$ cat src/source/line_pkg.sv
`default_nettype none

package line_pkg;

    localparam int unsigned ADDR_WIDTH     = 32;
    localparam int unsigned BEAT_WIDTH     = 64;
    localparam int unsigned BEATS_PER_LINE = 4;
    localparam int unsigned LINE_WIDTH     = BEAT_WIDTH * BEATS_PER_LINE;
    localparam int unsigned BEAT_BYTES     = BEAT_WIDTH / 8;
    localparam int unsigned OFFSET_BITS    = 5;   // Byte offset inside a line.
    localparam int unsigned COUNT_BITS     = $clog2(BEATS_PER_LINE);
    localparam logic [COUNT_BITS-1:0] LAST_BEAT = COUNT_BITS'(BEATS_PER_LINE - 1);

    // Sequencer state codes.
    localparam int unsigned STATE_BITS = 2;
    localparam logic [STATE_BITS-1:0] SEQ_IDLE    = 2'd0;
    localparam logic [STATE_BITS-1:0] SEQ_READ    = 2'd1;
    localparam logic [STATE_BITS-1:0] SEQ_WRITE   = 2'd2;
    localparam logic [STATE_BITS-1:0] SEQ_RECOVER = 2'd3;

    // Cache line as the cache sees it, or as memory beats.
    typedef union packed {
        logic [LINE_WIDTH-1:0]                      flat;
        logic [BEATS_PER_LINE-1:0][BEAT_WIDTH-1:0]  beat;  // Beat 0 in the low bits.
    } line_u;

endpackage

`default_nettype wire
$ cat src/source/xfer_if.sv
`timescale 1ns/10ps
`default_nettype none

interface xfer_if;
    import line_pkg::*;

    logic [ADDR_WIDTH-1:0] line_addr;   // Aligned base of the current line.
    logic                  fill_arm;
    logic                  drain_en;
    logic                  fill_done;
    logic                  drain_done;

    modport seq (
        output line_addr,
        output fill_arm,
        output drain_en,
        input  fill_done,
        input  drain_done
    );

    // Read side.
    modport fill (
        input  line_addr,
        input  fill_arm,
        output fill_done
    );

    modport drain (
        input  drain_en,
        output drain_done
    );

endinterface

`default_nettype wire

$ cat src/source/cache_line_adapter.sv
`timescale 1ns/10ps
`default_nettype none

module cache_line_adapter (
    input  logic                            clk,
    input  logic                            rst,

    // Cache side.
    input  logic [line_pkg::ADDR_WIDTH-1:0] dfp_addr,
    input  logic                            dfp_read,
    input  logic                            dfp_write,
    input  logic [line_pkg::LINE_WIDTH-1:0] dfp_wdata,
    output logic [line_pkg::LINE_WIDTH-1:0] dfp_rdata,
    output logic                            dfp_resp,

    // Burst memory side.
    output logic [line_pkg::ADDR_WIDTH-1:0] bmem_addr,
    output logic                            bmem_read,
    output logic                            bmem_write,
    output logic [line_pkg::BEAT_WIDTH-1:0] bmem_wdata,
    input  logic                            bmem_ready,
    input  logic [line_pkg::ADDR_WIDTH-1:0] bmem_raddr,
    input  logic [line_pkg::BEAT_WIDTH-1:0] bmem_rdata,
    input  logic                            bmem_rvalid
);
    import line_pkg::*;

    line_u wdata_line;
    line_u rdata_line;

    xfer_if xfer ();

    assign wdata_line.flat = dfp_wdata;
    assign dfp_rdata       = rdata_line.flat;
    assign bmem_addr       = xfer.line_addr;  // Line base for the whole burst.

    burst_sequencer burst_sequencer_inst (
        .clk       (clk),
        .rst       (rst),
        .dfp_addr  (dfp_addr),
        .dfp_read  (dfp_read),
        .dfp_write (dfp_write),
        .bmem_read (bmem_read),
        .dfp_resp  (dfp_resp),
        .xfer      (xfer.seq)
    );

    line_fill line_fill_inst (
        .clk         (clk),
        .rst         (rst),
        .bmem_rvalid (bmem_rvalid),
        .bmem_raddr  (bmem_raddr),
        .bmem_rdata  (bmem_rdata),
        .dfp_rdata   (rdata_line),
        .xfer        (xfer.fill)
    );

    line_drain line_drain_inst (
        .clk        (clk),
        .rst        (rst),
        .dfp_wdata  (wdata_line),
        .bmem_ready (bmem_ready),
        .bmem_write (bmem_write),
        .bmem_wdata (bmem_wdata),
        .xfer       (xfer.drain)
    );

endmodule

`default_nettype wire

$ cat src/source/line_drain.sv
`timescale 1ns/10ps
`default_nettype none

module line_drain (
    input  logic                            clk,
    input  logic                            rst,
    input  line_pkg::line_u                 dfp_wdata,
    input  logic                            bmem_ready,
    output logic                            bmem_write,
    output logic [line_pkg::BEAT_WIDTH-1:0] bmem_wdata,
    xfer_if.drain                           xfer
);
    import line_pkg::*;

    logic [COUNT_BITS-1:0] beat_count;
    logic                  accept;
    logic                  last;

    assign accept = xfer.drain_en && bmem_ready;
    assign last   = accept && (beat_count == LAST_BEAT);

    // Beat held steady while memory stalls.
    assign bmem_write = xfer.drain_en;
    assign bmem_wdata = dfp_wdata.beat[beat_count];

    assign xfer.drain_done = last;

    always_ff @(posedge clk) begin
        if (rst) begin
            beat_count <= '0;
        end else if (!xfer.drain_en) begin
            beat_count <= '0;
        end else if (accept) begin
            beat_count <= beat_count + 1'b1;
        end
    end

endmodule

`default_nettype wire

$ cat src/source/line_fill.sv
`timescale 1ns/10ps
`default_nettype none

module line_fill (
    input  logic                            clk,
    input  logic                            rst,
    input  logic                            bmem_rvalid,
    input  logic [line_pkg::ADDR_WIDTH-1:0] bmem_raddr,
    input  logic [line_pkg::BEAT_WIDTH-1:0] bmem_rdata,
    output line_pkg::line_u                 dfp_rdata,
    xfer_if.fill                            xfer
);
    import line_pkg::*;

    logic [COUNT_BITS-1:0] beat_count;
    logic                  armed;
    logic [ADDR_WIDTH-1:0] expected_addr;
    logic                  take;
    logic                  last;
    line_u                 accum;
    line_u                 line_next;

    // Tag the next beat must carry.
    assign expected_addr = xfer.line_addr
                         + ADDR_WIDTH'(beat_count) * ADDR_WIDTH'(BEAT_BYTES);

    assign take = armed && bmem_rvalid && (bmem_raddr == expected_addr);
    assign last = take && (beat_count == LAST_BEAT);

    assign xfer.fill_done = last;

    always_comb begin
        line_next                  = accum;
        line_next.beat[beat_count] = bmem_rdata;
    end

    always_ff @(posedge clk) begin
        if (rst) begin
            armed      <= 1'b0;
            beat_count <= '0;
            dfp_rdata  <= '0;
        end else if (xfer.fill_arm) begin
            armed      <= 1'b1;
            beat_count <= '0;
        end else if (take) begin
            beat_count <= beat_count + 1'b1;  // Wraps to zero after the last beat.
            if (last) begin
                armed     <= 1'b0;
                dfp_rdata <= line_next;  // Held until the next read completes.
            end
        end
    end

    // Stray beats never reach the accumulator.
    always_ff @(posedge clk) begin
        if (take) begin
            accum <= line_next;
        end
    end

endmodule

`default_nettype wire

$ cat src/source/burst_sequencer.sv
`timescale 1ns/10ps
`default_nettype none

module burst_sequencer (
    input  logic                            clk,
    input  logic                            rst,
    input  logic [line_pkg::ADDR_WIDTH-1:0] dfp_addr,
    input  logic                            dfp_read,
    input  logic                            dfp_write,
    output logic                            bmem_read,
    output logic                            dfp_resp,
    xfer_if.seq                             xfer
);
    import line_pkg::*;

    logic [STATE_BITS-1:0] state;
    logic [ADDR_WIDTH-1:0] line_addr;
    logic                  drain_en;
    logic                  start;

    // A new request is only taken in idle.
    assign start = (state == SEQ_IDLE) && (dfp_read || dfp_write);

    assign xfer.line_addr = line_addr;
    assign xfer.fill_arm  = bmem_read;  // Fill restarts with each burst.
    assign xfer.drain_en  = drain_en;

    always_ff @(posedge clk) begin
        if (rst) begin
            state     <= SEQ_IDLE;
            bmem_read <= 1'b0;
            dfp_resp  <= 1'b0;
            drain_en  <= 1'b0;
        end else begin
            bmem_read <= 1'b0;
            dfp_resp  <= 1'b0;
            case (state)
                SEQ_IDLE: begin
                    if (dfp_read) begin
                        bmem_read <= 1'b1;  // Single-cycle burst request.
                        state     <= SEQ_READ;
                    end else if (dfp_write) begin
                        drain_en <= 1'b1;
                        state    <= SEQ_WRITE;
                    end
                end
                SEQ_READ: begin
                    if (xfer.fill_done) begin
                        dfp_resp <= 1'b1;
                        state    <= SEQ_RECOVER;
                    end
                end
                SEQ_WRITE: begin
                    if (xfer.drain_done) begin
                        drain_en <= 1'b0;
                        dfp_resp <= 1'b1;
                        state    <= SEQ_RECOVER;
                    end
                end
                SEQ_RECOVER: begin
                    // Cache drops its request while we sit here.
                    state <= SEQ_IDLE;
                end
                default: begin
                    state <= SEQ_IDLE;
                end
            endcase
        end
    end

    // Low offset bits are ignored.
    always_ff @(posedge clk) begin
        if (start) begin
            line_addr <= {dfp_addr[ADDR_WIDTH-1:OFFSET_BITS], {OFFSET_BITS{1'b0}}};
        end
    end

endmodule

`default_nettype wire

$ cat config.mk
export PLATFORM = sky130hd
export DESIGN_NAME = cache_line_adapter
export DESIGN_NICKNAME = d
export VERILOG_FILES = /design/src/source/line_pkg.sv /design/src/source/xfer_if.sv /design/src/source/cache_line_adapter.sv /design/src/source/line_drain.sv /design/src/source/line_fill.sv /design/src/source/burst_sequencer.sv
export SDC_FILE = /design/constraint.sdc
export NUM_CORES = 1
export LEC_CHECK = 0
export ABC_CLOCK_PERIOD_IN_PS = 24600
export BUFFER_PORTS_ARGS = -buffer_cell sky130_fd_sc_hd__clkbuf_2
export CAP_MARGIN = 40
export CORE_AREA = 2 2 291 293
export DETAILED_ROUTE_END_ITERATION = 8
export DIE_AREA = 0 0 293 295
export HOLD_SLACK_MARGIN = 0.02
export PLACE_DENSITY_LB_ADDON = 0.05
export RECOVER_POWER = 100
export SYNTH_ARGS = -nofsm -noshare
export SYNTH_HDL_FRONTEND = slang
export SYNTH_SLANG_ARGS = --single-unit
export TNS_END_PERCENT = 1
$ cat constraint.sdc
create_clock -name clk -period 24.6 [get_ports clk]
set_clock_uncertainty 0.05 [all_clocks]
set_input_delay 1.23 -clock clk [delete_from_list [all_inputs] [get_ports clk]]
set_output_delay 1.23 -clock clk [all_outputs]
set_load 0.02 [all_outputs]
==> results by group <==
Yosys
  – Synth Register Bits: 549
  – Most instantiated library cell after synthesis: nand2b_1
  – Synthesized area: 25600 µm²
  – Post-synth cell types: 34
  – Syn avg cell area: 13.6 µm²
  – Commonest cells post-synth: nand2b_1 (514), edfxtp_1 (283), dfxtp_1 (266)
  – Main synth FF type: edfxtp_1
  – Async SR Flop Fraction: 0
  – Sequential area share after synthesis: 0.539
  – Yosys top cell area share: 0.331
  – Cells after Synth: 1882
  – Yosys warns: 0
  – Number of synthesized flops with an enable pin: 283
  – Top post-synthesis cells by area: edfxtp_1 (33%), dfxtp_1 (21%), nand2b_1 (13%)
  – Yosys top cell by area: edfxtp_1

Power
  – Max IR drop VDD: 0.0389 mV
  – PwrDens: 69.9 nW/µm²
  – LEAKAGE: 10.0 nW

Critical path
  – WS Path Type: in -> reg
  – CP Capture Type: flip-flop
  – Crit Path Max Fanout: 159
  – Worst EP arrival: 9.83 ns
  – CP required: 24.99 ns
  – Setup crit start kind: input port

Detailed routing
  – Vias: 17591
  – Drt total wl: 95200 µm
  – Vias per cell: 4.72
  – DR WL/cell: 25.6 µm
  – Detailed Route Iter0 Violations: 830
  – # DRC: 0
  – Post-DRT Antenna Nets: 0
  – Pre-antenna DRT Iters: 5

Placement
  – Hpwl dp: 71300 µm
  – Final Wtd Congestion: 0.964
  – Placed cells: 3593
  – Port bufs: 734

Worst hold path
  – Worst hold path class: reg -> reg

Global routing
  – Initial antenna violation count: 24
  – GRT Overall Usage: 0.214
  – Vias in the first global route: 17969
  – Grt total ovfl: 0
  – Largest net degree at the start of global routing: 160
  – First-pass GRT wire length: 133000 µm

Cells and area
  – Final nets: 2980
  – P&R area growth vs syn: 23.4%
  – Post-route insts no fill: 3723
  – Share of post-route cells with drive strength above 1: 0.241

Clocking
  – Hold buffers post-CTS: 0
  – TritonCTS clock tree: built
  – # clock sinks: 549
  – Setup Buffers After CTS: 0
  – Clock Tree Buf Depth: 3
  – PostCTS Resize Cnt: 0
  – CTS root buf: clkbuf_16
  – Clk_lat worst skew: 0.61 ns
  – CTS clk-pin slew, worst paths: 0.06 ns
  – Total CTS buffers: 67
  – Htree depth: 3

Timing
  – RSZ-0062 raised after global routing: false
  – Fmax: 0.106 GHz
  – Minimum clock period: 9.44 ns
  – Setup TNS: 0 ns
  – Slew HR: -2.75
  – Final hold vios: 0
  – Final setup fails: 0
  – Fin. max-slew vios: 1054
  – Final Hold Slack: 0.419 ns
  – Crit share post-route: 0.384
  – Worst slew pin tran: 5.63 ns

Die
  – Die area: 86400 µm²
  – Row cnt: 106
  – Die width: 293 µm
  – Initial core utilization: 0.308
  – I/O pins: 745
  – Die H: 295 µm
  – Core area: 83200 µm²

Status
  – Violated checks: max-capacitance violations, max-slew violations
  – Status: finished, violations left

Flow run
  – Max-cap viol count: 20
metrics by stage:
step / setup slack (ns) / total power, mW / util / area [µm²]
detailed placement: 19.75 / 1.26 / 0.364 / 30200
CTS: 20.25 / 2.26 / 0.389 / 32400
finish: 15.16 / 2.21 / 0.381 / 31700
global route: 13.81 / 2.30 / 0.380 / 31600
floorplan: 4.31 / 1.15 / - / 25700
global placement: 19.17 / 1.26 / 0.360 / 30000
final timing paths:
| path | start | to | slack (ns) | cells after the start |
|---|---|---|---|---|
| max reg2reg | burst_sequencer_inst.xfer.line_addr[27] | line_fill_inst.accum[140] | 15.87 | 9 |
| min | line_fill_inst.dfp_rdata[7] | line_fill_inst.dfp_rdata[7] | 0.42 | 2 |
| max | rst | line_fill_inst.dfp_rdata[173] | 15.16 | 6 |
| min reg2reg | line_fill_inst.dfp_rdata[7] | line_fill_inst.dfp_rdata[7] | 0.42 | 2 |
where the power goes:
group | leakage [nW] | switching [mW] | internal [mW]
sequential | 4.05 | 0.0182 | 0.979
clock | 1.04 | 0.399 | 0.578
combinational | 4.95 | 0.143 | 0.0940
critical path: stages:
cell	delay (ns)
clkbuf_1	3.86
clkbuf_1	1.10
clkbuf_1	1.39
clkbuf_1	1.79
nand2b_1	0.26
mux2i_1	0.07
placed cells by master (no fill, tap or decap), types with 4 or more instances in the layout:
master     Yosys  routed
nand2b_1     514     514
clkbuf_1      95     395
clkbuf_2       0     382
edfxtp_1     283     283
dfxtp_1      266     265
mux2i_1      257     257
mux2_1         0     174
mux2_2       256      82
clkbuf_16      0      67
mux4_2        64      64
xor2_1        29      29
nor4_1        14      13
diode_2        0      10
clkbuf_8       0      10
inv_1          8       8
ha_1           8       8
a21oi_1        7       7
nor3_1         6       6
nand4_1        5       5
conb_1         1       5
clkinv_2       0       5
inv_6          0       4
clkinv_1       0       4
bufinv_16      0       4
buf_4          8       4
per-layer routing:
metal / share of wire / wire length, µm / global-route usage / vias up
met5: 0.0013 / 126 / 0 / -
met4: 0.021 / 1980 / 0.0583 / 18
met3: 0.081 / 7730 / 0.0672 / 119
met2: 0.47 / 44800 / 0.348 / 601
met1: 0.43 / 40500 / 0.274 / 8733
li1: - / - / - / 8120
layout make-up:
type / count / area (µm²)
multi-input combinational: 1195 / 10900
fill: 8274 / 51500
sequential: 549 / 13800
timing repair buffer: 761 / 3410
inverter: 8 / 30.0
antenna: 10 / 25.0
tap: 1080 / 1350
clock buffer: 100 / 1900
clock inverter: 20 / 235
registers in the layout, indices dropped and copies added (netlist names), 2 cells and up:
register                             cells
burst_sequencer_inst.state               2
burst_sequencer_inst.xfer.line_addr     27
line_drain_inst.beat_count               2
line_fill_inst.accum                   256
line_fill_inst.beat_count                2
line_fill_inst.dfp_rdata               256
kinds of logic (layout without fill, tap and decap cells):
group | Yosys count | in the layout | synth area share
xor+xnor | 30 | 30 | 0.0102
buf+inv | 142 | 889 | 0.0379
mux | 577 | 577 | 0.269
flops | 549 | 549 | 0.539
fa+ha+maj | 8 | 8 | 0.00390
compound gates | 19 | 19 | 0.00473
simple gates | 556 | 556 | 0.135
other cells | 1 | 15 | 0.000146
No activity file was read; power rests on OpenSTA's default activity.
